<file path="src/logic/soc_pkg.sv">
// -------------------------------------
// Shared widths, memory map and register
// offsets of the SoC bus subsystem
// -------------------------------------
package soc_pkg;

  // -------------------------------------
  // Bus widths
  // -------------------------------------
  localparam int unsigned AddrWidth = 32;
  localparam int unsigned DataWidth = 32;
  localparam int unsigned BeWidth   = DataWidth / 8;

  typedef logic [AddrWidth-1:0] addr_t;
  typedef logic [DataWidth-1:0] data_t;
  typedef logic [BeWidth-1:0]   be_t;

  // Bus targets, also used as interface array index
  typedef enum logic [1:0] {
    TgtRom,
    TgtRam,
    TgtClint
  } target_e;

  localparam int unsigned NumTargets = 3;

  // -------------------------------------
  // Memory map
  // -------------------------------------
  localparam addr_t RomBase     = 32'h0000_0000;
  localparam addr_t RomLength   = 32'h0000_0040;
  localparam addr_t RamBase     = 32'h0000_1000;
  localparam addr_t RamLength   = 32'h0000_0100;
  localparam addr_t ClintBase   = 32'h0200_0000;
  localparam addr_t ClintLength = 32'h0000_0010;

  localparam int unsigned RomWords    = 16;
  localparam int unsigned RamWords    = 64;
  localparam int unsigned RomIdxWidth = $clog2(RomWords);
  localparam int unsigned RamIdxWidth = $clog2(RamWords);

  // Boot table pattern, word i holds this plus i
  localparam data_t RomFillBase = 32'hB007_0000;

  // CLINT byte offsets
  localparam addr_t ClintMsipOff     = 32'h0;
  localparam addr_t ClintMtimecmpOff = 32'h4;
  localparam addr_t ClintMtimeOff    = 32'h8;

  // Debug window after reset
  localparam int unsigned DebugHoldoffCycles = 20;
  localparam int unsigned DebugCntWidth      = $clog2(DebugHoldoffCycles + 1);

  // Byte lane merge of a write into an old word
  function automatic data_t be_merge(data_t old_w, data_t new_w, be_t be);
    data_t merged;
    merged = old_w;
    for (int b = 0; b < BeWidth; b++) begin
      if (be[b]) begin
        merged[8*b +: 8] = new_w[8*b +: 8];
      end
    end
    return merged;
  endfunction

endpackage
</file>
<file path="src/logic/mem_bus_if.sv">
// -------------------------------------
// Single-word strobe bus toward one target
// -------------------------------------
`timescale 1ns/10ps

interface mem_bus_if import soc_pkg::*; ();

  // Request, valid for one cycle
  logic  req;
  logic  we;
  addr_t addr;
  be_t   be;
  data_t wdata;

  // Response, one cycle after req
  data_t rdata;
  logic  rvalid;

  modport initiator (
    output req, we, addr, be, wdata,
    input  rdata, rvalid
  );

  modport target (
    input  req, we, addr, be, wdata,
    output rdata, rvalid
  );

  // Response observer for the merge stage
  modport monitor (
    input rdata, rvalid
  );

endinterface

</file>
<file path="src/logic/soc_subsystem.sv">
// -------------------------------------
// SoC bus subsystem top with ROM, RAM,
// CLINT and debug hold-off
// -------------------------------------
`timescale 1ns/10ps

module soc_subsystem import soc_pkg::*; (
  input  logic  clk_i,
  input  logic  ndmreset_n,
  input  logic  rtc_i,
  input  logic  req_i,
  input  logic  we_i,
  input  addr_t addr_i,
  input  be_t   be_i,
  input  data_t wdata_i,
  input  logic  debug_req_i,
  output logic  rvalid_o,
  output data_t rdata_o,
  output logic  err_o,
  output logic  timer_irq_o,
  output logic  ipi_o,
  output logic  debug_req_o
);

  logic miss;

  // One bus per target
  mem_bus_if bus [NumTargets] ();

  // -------------------------------------
  // Request side
  // -------------------------------------
  addr_decoder i_addr_decoder (
    .clk_i      ( clk_i         ),
    .ndmreset_n ( ndmreset_n    ),
    .req_i      ( req_i         ),
    .we_i       ( we_i          ),
    .addr_i     ( addr_i        ),
    .be_i       ( be_i          ),
    .wdata_i    ( wdata_i       ),
    .rom_o      ( bus[TgtRom]   ),
    .ram_o      ( bus[TgtRam]   ),
    .clint_o    ( bus[TgtClint] ),
    .miss_o     ( miss          )
  );

  // -------------------------------------
  // Targets
  // -------------------------------------
  boot_rom i_boot_rom (
    .clk_i      ( clk_i       ),
    .ndmreset_n ( ndmreset_n  ),
    .bus_i      ( bus[TgtRom] )
  );

  scratchpad_ram i_scratchpad_ram (
    .clk_i      ( clk_i       ),
    .ndmreset_n ( ndmreset_n  ),
    .bus_i      ( bus[TgtRam] )
  );

  clint_timer i_clint_timer (
    .clk_i       ( clk_i         ),
    .ndmreset_n  ( ndmreset_n    ),
    .rtc_i       ( rtc_i         ),
    .bus_i       ( bus[TgtClint] ),
    .timer_irq_o ( timer_irq_o   ),
    .ipi_o       ( ipi_o         )
  );

  // -------------------------------------
  // Response side
  // -------------------------------------
  resp_mux i_resp_mux (
    .clk_i      ( clk_i         ),
    .ndmreset_n ( ndmreset_n    ),
    .rom_i      ( bus[TgtRom]   ),
    .ram_i      ( bus[TgtRam]   ),
    .clint_i    ( bus[TgtClint] ),
    .miss_i     ( miss          ),
    .rvalid_o   ( rvalid_o      ),
    .rdata_o    ( rdata_o       ),
    .err_o      ( err_o         )
  );

  debug_gate i_debug_gate (
    .clk_i       ( clk_i       ),
    .ndmreset_n  ( ndmreset_n  ),
    .debug_req_i ( debug_req_i ),
    .debug_req_o ( debug_req_o )
  );

endmodule

</file>
<file path="src/logic/resp_mux.sv">
// -------------------------------------
// Response merge, registers target data,
// valid and the unmapped error
// -------------------------------------
`timescale 1ns/10ps

module resp_mux import soc_pkg::*; (
  input  logic        clk_i,
  input  logic        ndmreset_n,
  mem_bus_if.monitor  rom_i,
  mem_bus_if.monitor  ram_i,
  mem_bus_if.monitor  clint_i,
  input  logic        miss_i,
  output logic        rvalid_o,
  output data_t       rdata_o,
  output logic        err_o
);

  logic [NumTargets-1:0] valid_vec;
  data_t                 data_vec [NumTargets];
  data_t                 data_sel;
  logic                  rvalid_q;
  logic                  err_q;
  data_t                 rdata_q;

  assign valid_vec[TgtRom]   = rom_i.rvalid;
  assign valid_vec[TgtRam]   = ram_i.rvalid;
  assign valid_vec[TgtClint] = clint_i.rvalid;
  assign data_vec[TgtRom]    = rom_i.rdata;
  assign data_vec[TgtRam]    = ram_i.rdata;
  assign data_vec[TgtClint]  = clint_i.rdata;

  // AND-OR select, zero when nobody answers
  always_comb begin
    data_sel = '0;
    for (int t = 0; t < NumTargets; t++) begin
      data_sel = data_sel | (data_vec[t] & {DataWidth{valid_vec[t]}});
    end
  end

  always_ff @(posedge clk_i or negedge ndmreset_n) begin
    if (!ndmreset_n) begin
      rvalid_q <= 1'b0;
      err_q    <= 1'b0;
    end else begin
      rvalid_q <= |valid_vec;
      err_q    <= miss_i;
    end
  end

  always_ff @(posedge clk_i) begin
    rdata_q <= data_sel;
  end

  assign rvalid_o = rvalid_q;
  assign rdata_o  = rdata_q;
  assign err_o    = err_q;

  // Decoder and targets answer each request exactly once
  a_single_resp : assert property (@(posedge clk_i) disable iff (!ndmreset_n)
    $onehot0({valid_vec, miss_i}));

endmodule

</file>
<file path="src/logic/debug_gate.sv">
// -------------------------------------
// Debug request hold-off after reset
// -------------------------------------
`timescale 1ns/10ps

module debug_gate import soc_pkg::*; (
  input  logic clk_i,
  input  logic ndmreset_n,
  input  logic debug_req_i,
  output logic debug_req_o
);

  logic [DebugCntWidth-1:0] count_q;
  logic                     holdoff;

  // Window closes after the count reaches zero
  always_ff @(posedge clk_i or negedge ndmreset_n) begin
    if (!ndmreset_n) begin
      count_q <= DebugCntWidth'(DebugHoldoffCycles);
    end else if (holdoff) begin
      count_q <= count_q - 1'b1;
    end
  end

  assign holdoff     = |count_q;
  assign debug_req_o = debug_req_i & ~holdoff;

  // Still blocked in the last cycle of the window after release
  a_no_early_debug : assert property (@(posedge clk_i) disable iff (!ndmreset_n)
    $rose(ndmreset_n) |-> ##(DebugHoldoffCycles - 1) !debug_req_o);

endmodule

</file>
<file path="src/logic/clint_timer.sv">
// -------------------------------------
// Core-local timer with mtime, mtimecmp,
// msip and an RTC divide-by-two
// -------------------------------------
`timescale 1ns/10ps

module clint_timer import soc_pkg::*; (
  input  logic       clk_i,
  input  logic       ndmreset_n,
  input  logic       rtc_i,
  mem_bus_if.target  bus_i,
  output logic       timer_irq_o,
  output logic       ipi_o
);

  logic [1:0] rtc_sync_q;
  logic       rtc_prev_q;
  logic       rtc_div_q;
  logic       rtc_rise;
  logic       mtime_tick;
  data_t      mtime_q;
  data_t      mtime_d;
  data_t      mtimecmp_q;
  data_t      mtimecmp_d;
  logic       msip_q;
  logic       msip_d;
  logic       timer_irq_q;
  addr_t      reg_off;
  logic       wr_en;
  data_t      read_word;
  logic       rvalid_q;
  data_t      rdata_q;

  // -------------------------------------
  // RTC synchronizer and divider
  // -------------------------------------
  always_ff @(posedge clk_i or negedge ndmreset_n) begin
    if (!ndmreset_n) begin
      rtc_sync_q <= '0;
      rtc_prev_q <= 1'b0;
      rtc_div_q  <= 1'b0;
    end else begin
      rtc_sync_q <= {rtc_sync_q[0], rtc_i};
      rtc_prev_q <= rtc_sync_q[1];
      if (rtc_rise) begin
        rtc_div_q <= ~rtc_div_q;
      end
    end
  end

  assign rtc_rise   = rtc_sync_q[1] & ~rtc_prev_q;
  // Every second RTC edge
  assign mtime_tick = rtc_rise & rtc_div_q;

  // -------------------------------------
  // Register file
  // -------------------------------------
  assign reg_off = bus_i.addr << 2;
  assign wr_en   = bus_i.req & bus_i.we;

  always_comb begin
    mtime_d    = mtime_q + data_t'(mtime_tick);
    mtimecmp_d = mtimecmp_q;
    msip_d     = msip_q;
    if (wr_en && reg_off == ClintMtimecmpOff) begin
      mtimecmp_d = be_merge(mtimecmp_q, bus_i.wdata, bus_i.be);
    end
    if (wr_en && reg_off == ClintMsipOff && bus_i.be[0]) begin
      msip_d = bus_i.wdata[0];
    end
  end

  always_comb begin
    case (reg_off)
      ClintMsipOff:     read_word = {{(DataWidth-1){1'b0}}, msip_q};
      ClintMtimecmpOff: read_word = mtimecmp_q;
      ClintMtimeOff:    read_word = mtime_q;
      default:          read_word = '0;
    endcase
  end

  // Compare uses next-state values so the irq tracks a write at once
  always_ff @(posedge clk_i or negedge ndmreset_n) begin
    if (!ndmreset_n) begin
      mtime_q     <= '0;
      mtimecmp_q  <= '1;
      msip_q      <= 1'b0;
      timer_irq_q <= 1'b0;
      rvalid_q    <= 1'b0;
    end else begin
      mtime_q     <= mtime_d;
      mtimecmp_q  <= mtimecmp_d;
      msip_q      <= msip_d;
      timer_irq_q <= mtime_d >= mtimecmp_d;
      rvalid_q    <= bus_i.req;
    end
  end

  always_ff @(posedge clk_i) begin
    if (bus_i.req) begin
      rdata_q <= bus_i.we ? '0 : read_word;
    end
  end

  assign bus_i.rdata  = rdata_q;
  assign bus_i.rvalid = rvalid_q;
  assign timer_irq_o  = timer_irq_q;
  assign ipi_o        = msip_q;

endmodule

</file>
<file path="src/logic/scratchpad_ram.sv">
// -------------------------------------
// Scratchpad RAM, 64 words with byte
// enable writes
// -------------------------------------
`timescale 1ns/10ps

module scratchpad_ram import soc_pkg::*; (
  input  logic       clk_i,
  input  logic       ndmreset_n,
  mem_bus_if.target  bus_i
);

  data_t                  mem_q [RamWords];
  logic [RamIdxWidth-1:0] idx;
  logic                   wr_en;
  logic                   rvalid_q;
  data_t                  rdata_q;

  assign idx   = bus_i.addr[RamIdxWidth-1:0];
  assign wr_en = bus_i.req & bus_i.we;

  // -------------------------------------
  // Storage
  // -------------------------------------
  always_ff @(posedge clk_i) begin
    if (wr_en) begin
      mem_q[idx] <= be_merge(mem_q[idx], bus_i.wdata, bus_i.be);
    end
  end

  // Read port, writes answer with zero
  always_ff @(posedge clk_i) begin
    if (bus_i.req) begin
      rdata_q <= bus_i.we ? '0 : mem_q[idx];
    end
  end

  // -------------------------------------
  // Response strobe
  // -------------------------------------
  always_ff @(posedge clk_i or negedge ndmreset_n) begin
    if (!ndmreset_n) begin
      rvalid_q <= 1'b0;
    end else begin
      rvalid_q <= bus_i.req;
    end
  end

  assign bus_i.rdata  = rdata_q;
  assign bus_i.rvalid = rvalid_q;

endmodule

</file>
<file path="src/logic/boot_rom.sv">
// -------------------------------------
// Boot ROM with a fixed 16-word table
// -------------------------------------
`timescale 1ns/10ps

module boot_rom import soc_pkg::*; (
  input  logic       clk_i,
  input  logic       ndmreset_n,
  mem_bus_if.target  bus_i
);

  data_t                  rom_table [RomWords];
  logic [RomIdxWidth-1:0] idx;
  logic                   rvalid_q;
  data_t                  rdata_q;

  always_comb begin
    for (int i = 0; i < RomWords; i++) begin
      rom_table[i] = RomFillBase + data_t'(i);
    end
  end

  assign idx = bus_i.addr[RomIdxWidth-1:0];

  // Writes are acknowledged and dropped
  always_ff @(posedge clk_i) begin
    if (bus_i.req) begin
      rdata_q <= bus_i.we ? '0 : rom_table[idx];
    end
  end

  always_ff @(posedge clk_i or negedge ndmreset_n) begin
    if (!ndmreset_n) begin
      rvalid_q <= 1'b0;
    end else begin
      rvalid_q <= bus_i.req;
    end
  end

  assign bus_i.rdata  = rdata_q;
  assign bus_i.rvalid = rvalid_q;

endmodule

</file>
<file path="src/logic/addr_decoder.sv">
// -------------------------------------
// Address decoder, routes a request to one
// target and flags unmapped accesses
// -------------------------------------
`timescale 1ns/10ps

module addr_decoder import soc_pkg::*; (
  input  logic                clk_i,
  input  logic                ndmreset_n,
  input  logic                req_i,
  input  logic                we_i,
  input  addr_t               addr_i,
  input  be_t                 be_i,
  input  data_t               wdata_i,
  mem_bus_if.initiator        rom_o,
  mem_bus_if.initiator        ram_o,
  mem_bus_if.initiator        clint_o,
  output logic                miss_o
);

  logic [NumTargets-1:0] hit;
  logic                  miss_q;

  function automatic logic in_region(addr_t addr, addr_t base, addr_t len);
    addr_t off;
    off = addr - base;
    return off < len;
  endfunction

  // Word index inside a region
  function automatic addr_t word_off(addr_t addr, addr_t base);
    return (addr - base) >> 2;
  endfunction

  // -------------------------------------
  // Rule table
  // -------------------------------------
  assign hit[TgtRom]   = in_region(addr_i, RomBase, RomLength);
  assign hit[TgtRam]   = in_region(addr_i, RamBase, RamLength);
  assign hit[TgtClint] = in_region(addr_i, ClintBase, ClintLength);

  assign rom_o.req   = req_i & hit[TgtRom];
  assign rom_o.we    = we_i;
  assign rom_o.addr  = word_off(addr_i, RomBase);
  assign rom_o.be    = be_i;
  assign rom_o.wdata = wdata_i;

  assign ram_o.req   = req_i & hit[TgtRam];
  assign ram_o.we    = we_i;
  assign ram_o.addr  = word_off(addr_i, RamBase);
  assign ram_o.be    = be_i;
  assign ram_o.wdata = wdata_i;

  assign clint_o.req   = req_i & hit[TgtClint];
  assign clint_o.we    = we_i;
  assign clint_o.addr  = word_off(addr_i, ClintBase);
  assign clint_o.be    = be_i;
  assign clint_o.wdata = wdata_i;

  // Unmapped access, answered by the merge stage as an error
  always_ff @(posedge clk_i or negedge ndmreset_n) begin
    if (!ndmreset_n) begin
      miss_q <= 1'b0;
    end else begin
      miss_q <= req_i & ~(|hit);
    end
  end

  assign miss_o = miss_q;

  // Regions must never overlap
  a_one_target : assert property (@(posedge clk_i) disable iff (!ndmreset_n)
    $onehot0({rom_o.req, ram_o.req, clint_o.req}));

endmodule

</file>
<file path="config.mk">
export PLATFORM = sky130hd
export DESIGN_NAME = soc_subsystem
export DESIGN_NICKNAME = d
export VERILOG_FILES = /design/src/logic/soc_pkg.sv /design/src/logic/mem_bus_if.sv /design/src/logic/soc_subsystem.sv /design/src/logic/resp_mux.sv /design/src/logic/debug_gate.sv /design/src/logic/clint_timer.sv /design/src/logic/scratchpad_ram.sv /design/src/logic/boot_rom.sv /design/src/logic/addr_decoder.sv
export SDC_FILE = /design/constraint.sdc
export NUM_CORES = 2
export LEC_CHECK = 0
export CAP_MARGIN = 20
export CELL_PAD_IN_SITES_DETAIL_PLACEMENT = 1
export CELL_PAD_IN_SITES_GLOBAL_PLACEMENT = 1
export CORE_MARGIN = 2
export CORE_UTILIZATION = 49
export DETAILED_ROUTE_END_ITERATION = 16
export DONT_BUFFER_PORTS = 1
export HOLD_SLACK_MARGIN = 0.12
export PLACE_DENSITY_LB_ADDON = 0.12
export SLEW_MARGIN = 25
export SYNTH_ARGS = -nofsm -noshare
export SYNTH_HDL_FRONTEND = slang
export SYNTH_HIERARCHICAL = 1
export SYNTH_SLANG_ARGS = --single-unit
</file>
<file path="constraint.sdc">
create_clock -name clk_i -period 3.45 [get_ports clk_i]
set_input_delay 0.1725 -clock clk_i [delete_from_list [all_inputs] [get_ports clk_i]]
set_output_delay 0.1725 -clock clk_i [all_outputs]
set_load 0.005 [all_outputs]
</file>
Yosys cells after proc, flatten, opt, wreduce, memory -nomap -nowiden. Memory sizes are Yosys's and may differ from the RTL's. A register that Yosys moved wholly into a read port is not among the register bits. Cells that the tools add are included.

Bits in writable memories: 2048. Register bits: 177. Memories kept: 2. Output and inout port bits: 37. Memory bits (read-only): 512.

Memories: i_scratchpad_ram.mem_q (depth 64, bits a word 32, rd ports 1, clocked after Yosys merged registers in 0, wr ports 1, RTL line scratchpad_ram.sv:13) `data_t mem_q [RamWords];`; (name not given) (depth 16, bits a word 32, rd ports 1, clocked after Yosys merged registers in 1, wr ports 0, RTL line boot_rom.sv:28) `rdata_q <= bus_i.we ? '0 : rom_table[idx];`.

Magnitude comparators: 4. Reduce and logical (&&, ||, !) cells: 7. Equality and inequality tests: 2. Bitwise operators: 19. Add/sub/neg operators: 4. Muxes and demuxes: 16.

Operator list (count): $and A32 B32 Y32 (3); $mux W8 (12); $pmux W32 S3 (1); $or A32 B32 Y32 (2); $add A32 B1 Y32 (1); $ge A32 B32 Y1 (1); $logic_not A32 Y1 (1); $lt A32 B5 Y1 const B (1); $lt A32 B7 Y1 const B (1); $lt A32 B9 Y1 const B (1); $mux W32 (1); $sub A32 B13 Y32 const B (1); $sub A32 B26 Y32 const B (1); $eq A30 B1 Y1 const B (1); $eq A30 B2 Y1 const B (1); $and A1 B1 Y1 (9); $reduce_or A3 Y1 (2); $not A4 Y5 (1); $reduce_or A5 Y1 (1); $sub A5 B1 Y5 const B (1); $not A1 Y1 (4); $logic_and A1 B1 Y1 (3); $mux W1 (2).

Logic depth before layout (Yosys ltp).
Depth after elaboration: 7. Gate-level depth with buffers: 17. Depth with buffers taken out: 15.

Hierarchy. The synthesis kept the hierarchy.

Modules (own cells, without submodules): scratchpad_ram (sequential area each 62484.9 sq um, cells an instance 4634, area each 80255.7 sq um, times used 1); clint_timer (sequential area each 2777.7 sq um, cells an instance 432, area each 5375.2 sq um, times used 1); addr_decoder (sequential area each 25.0 sq um, cells an instance 300, area each 2194.6 sq um, times used 1); resp_mux (sequential area each 690.7 sq um, cells an instance 110, area each 1211.2 sq um, times used 1); boot_rom (sequential area each 165.2 sq um, cells an instance 39, area each 406.6 sq um, times used 1); debug_gate (sequential area each 127.6 sq um, cells an instance 20, area each 234.0 sq um, times used 1).

Worst setup path before layout. No wires, ideal clock.

Path type: input-to-reg. Start point: input port addr_i[13]. End point: memory i_scratchpad_ram/mem_q[11][0] in the netlist's numbering, enable pin. Buffers on the path: 0. Path slack: -2.356 ns. Arrival time: 5.385 ns. Data required time: 3.029 ns. Stages: 12. Library setup time: 0.421 ns. Path through: inv_1 > ha_1 > or3b_1 > o31a_1 > or4_1 > nor4_2 > nand4b_1 > nor2_1 > nand2_1 > nor2_1 > nand2_1 > nor2_1.

Cells in the longest elaborated chain, start to end: 6.

RTL lines: start, declared (RTL line soc_subsystem.sv:13) `input addr_t addr_i,`; $sub A32 B13 Y32 (RTL line addr_decoder.sv:26) `off = addr - base;`; $lt A32 B9 Y1 (RTL line addr_decoder.sv:27) `return off < len;`; $and A1 B1 Y1 (RTL line addr_decoder.sv:48) `assign ram_o.req = req_i & hit[TgtRam];`; net bus[1].req (RTL line mem_bus_if.sv:9) `logic req;`; $and A1 B1 Y1 (RTL line scratchpad_ram.sv:20) `assign wr_en = bus_i.req & bus_i.we;`; $mux W1 (RTL line scratchpad_ram.sv:26) `if (wr_en) begin`; $mux W1 (not written as such) (RTL line scratchpad_ram.sv:27) `mem_q[idx] <= be_merge(mem_q[idx], bus_i.wdata, bus_i.be);`; end, declared (RTL line scratchpad_ram.sv:13).

The timed path passes the listed nets, and every way through them passes these cells.

==> impl_metrics.env <==
export IMPL_status="finished, violations left"
export IMPL_failed_checks="setup timing"
export IMPL_grt_pass1_wl_um=419400
export IMPL_rows=156
export IMPL_vias_per_cell=6.631
export IMPL_finalNetCount=5973
export IMPL_regArea_um2=66270
export IMPL_max_stage_delay_ps=590
export IMPL_multiInputGateArea_um2=20880
export IMPL_start_kind="input pin"
export IMPL_p_leak_nw=35.08
export IMPL_fmax_mhz=282.4
export IMPL_finalSetupViolations=64
export IMPL_path_class="in -> reg"
export IMPL_cts_sinks=2230
export IMPL_setup_slack_ps=-90.93
export IMPL_fin_setup_tns_ps=-2249
export IMPL_start_util_pct=49.28
export IMPL_rr_endpoint="i_scratchpad_ram/mem_q[26][29]$_DFFE_PP_"
export IMPL_crit_slowest_cell="or4_1"
export IMPL_path_max_fanout=350
export IMPL_dr_pass1_iters=8
export IMPL_drive_gt1_share_pct=20.58
export IMPL_mostFrequentLayoutCells="2,116 x edfxtp_1, 418 x buf_4, 343 x a22oi_1"
export IMPL_drc_errors=0
export IMPL_crit_path_end="i_scratchpad_ram/mem_q[24][30]$_DFFE_PP_"
export IMPL_reg2regPathDepth=9
export IMPL_io_buffers=0
export IMPL_cap_violations=0
export IMPL_postSynthCellCount=5439
export IMPL_crit_path_end_kind="flop"
export IMPL_clkTransAtPathRegs_ps=60
export IMPL_drtAntennaViolNets=0
export IMPL_clk_latency_ps=920
export IMPL_ctsHtreeMaxLevel=4
export IMPL_dieWidth_um=430.1
export IMPL_crit_top_cell="buf_12"
export IMPL_relSlewSlack_pct=2.012
export IMPL_timing_rr_start="i_scratchpad_ram/mem_q[16][29]$_DFFE_PP_"
export IMPL_grt_max_degree=490
export IMPL_die_area_um2=185000
export IMPL_rrSetupSlack_ps=50
export IMPL_synth_area_per_cell_um2=16.36
export IMPL_grt_usage_pct=31.42
export IMPL_design_portCount=111
export IMPL_place_gp_congestion=0.8860
export IMPL_critPathTopFamily="compound AO/OA/AOI/OAI gates"
export IMPL_fin_crit_sh_pct=102.6
export IMPL_vias=55860
export IMPL_min_period_ps=3541
export IMPL_wl_per_cell_um=34.85
export IMPL_crit_buf_inv=3
export IMPL_core_um2=180500
export IMPL_cp_cell_sequence="nor2b_4 -> buf_12 -> a22oi_1 -> o32ai_1 -> or4_1 -> a211oi_1 -> buf_4 -> a31oi_4 -> buf_12"
export IMPL_finalHoldViolations=0
export IMPL_synth_warnings=6
export IMPL_grt_antenna_before_repair=7
export IMPL_cp_arrival_ps=4030
export IMPL_skew_ps=67.74
export IMPL_layout_commonest_cell="edfxtp_1"
export IMPL_clock_tree_buffer_depth=3
export IMPL_fill_cells=15990
export IMPL_hpwl_um=187200
export IMPL_first_global_vias=56820
export IMPL_cts_tree="yes"
export IMPL_tightest_slew_ps=1470
export IMPL_dr_first_iter_drc_count=6719
export IMPL_power_density_nw_per_um2=560.0
export IMPL_cts_made_buffers=225
export IMPL_hold_path_class="in -> reg"
export IMPL_cp_required_ps=3940
export IMPL_grt_ovfl_total=0
export IMPL_fin_area_um2=105700
export IMPL_final_max_slew_viol_count=0
export IMPL_vdd_drop_max_v=0.0004821
export IMPL_die_h_um=430.1
export IMPL_root_buffer="clkbuf_16"
export IMPL_rsz0062_at_grt="yes"
export IMPL_syn_to_final_growth_pct=18.82
export IMPL_dpl_instance_area_um2=97090
export IMPL_drt_wl_total_um=293600
export IMPL_syn_area_um2=88980
export IMPL_cp_depth=9
export IMPL_critPathLaunch="addr_i[4]"
-- tightest hold or removal path: stages --
cell and delay, ps:
nand4_4 140, buf_4 170, mux2i_1 190, ha_1 210, a2111oi_4 60, o21ai_1 80
-- worst min path at each step --
stage               start                                       end  slack (ps)  depth (start not counted)
3_5_place_dp   ndmreset_n                i_resp_mux/err_o$_DFF_PN0_        -120                          0
6_report          be_i[3]       i_clint_timer/timer_irq_o$_DFF_PN0_         180                          6
5_1_grt         addr_i[5]  i_scratchpad_ram/mem_q[52][30]$_DFFE_PP_         190                          5
2_1_floorplan  ndmreset_n           i_addr_decoder/miss_o$_DFF_PN0_        -120                          0
3_3_place_gp   ndmreset_n                i_resp_mux/err_o$_DFF_PN0_        -120                          0
4_1_cts           be_i[3]       i_clint_timer/timer_irq_o$_DFF_PN0_         120                          6
-- state kept, by name (all words and copies together) (netlist names), 2 cells and up --
register / flops
i_scratchpad_ram/bus_i.rdata: 32
i_clint_timer/mtimecmp_q: 32
i_scratchpad_ram/mem_q: 2048
i_clint_timer/bus_i.rdata: 32
i_boot_rom/bus_i.rdata: 5
i_debug_gate/count_q: 5
i_clint_timer/rtc_sync_q: 2
i_resp_mux/rdata_o: 32
i_clint_timer/mtime_q: 32
-- per-layer routing --
| metal | GRT usage, % | vias up | part of all wire (%) |
|---|---|---|---|
| met4 | 8.739 | 8 | 2.9 |
| met1 | 43.66 | 29560 | 40 |
| met2 | 50.51 | 2834 | 48 |
| li1 | - | 22980 | - |
| met3 | 6.364 | 483 | 9.4 |
| met5 | 0 | - | 0.017 |
-- area by class of cell --
class                           instances  area share [%]
Tap cell                             2370           2.805
Multi-Input combinational cell       2636           19.75
Clock inverter                        158           1.502
Timing Repair Buffer                  711           7.595
Clock buffer                          261           5.454
Inverter                               55          0.2012
Sequential cell                      2230           62.69
Antenna cell                            3        0.007101
-- timing repair --
action,in CTS,in global routing
pin swaps,9,8
hold buffers,102,0
gates resized for setup,16,12
endpoints found under the setup margin,1,11
hold endpoints to repair,2536,0
setup buffers,4,1
-- power by group --
group | internal, W | switching, W | leakage [nW] | total [W]
logic | 0.00156 | 0.00298 | 11.4 | 0.00454
registers | 0.0302 | 0.0000519 | 20.1 | 0.0303
clock network | 0.0136 | 0.0108 | 3.56 | 0.0244
total | 0.0454 | 0.0138 | 35.1 | 0.0592
-- per-stage QoR --
| stage | utilization, % | total power, W | std cells | worst slack (ps) | hold slack (ps) |
|---|---|---|---|---|---|
| after floorplan | - | 0.03299 | 5460 | -715.0 | -123.1 |
| after global routing | 58.55 | 0.06056 | 8422 | -28.69 | 189.7 |
| after global placement | 53.78 | 0.03497 | 7895 | -706.9 | -121.3 |
| after CTS | 58.51 | 0.05936 | 8420 | 55.94 | 123.2 |
| after detailed placement | 53.78 | 0.03507 | 7895 | -666.2 | -120.9 |
| final | 58.55 | 0.05920 | 8424 | -90.93 | 184.3 |
Power figures use the tool's default switching activity.
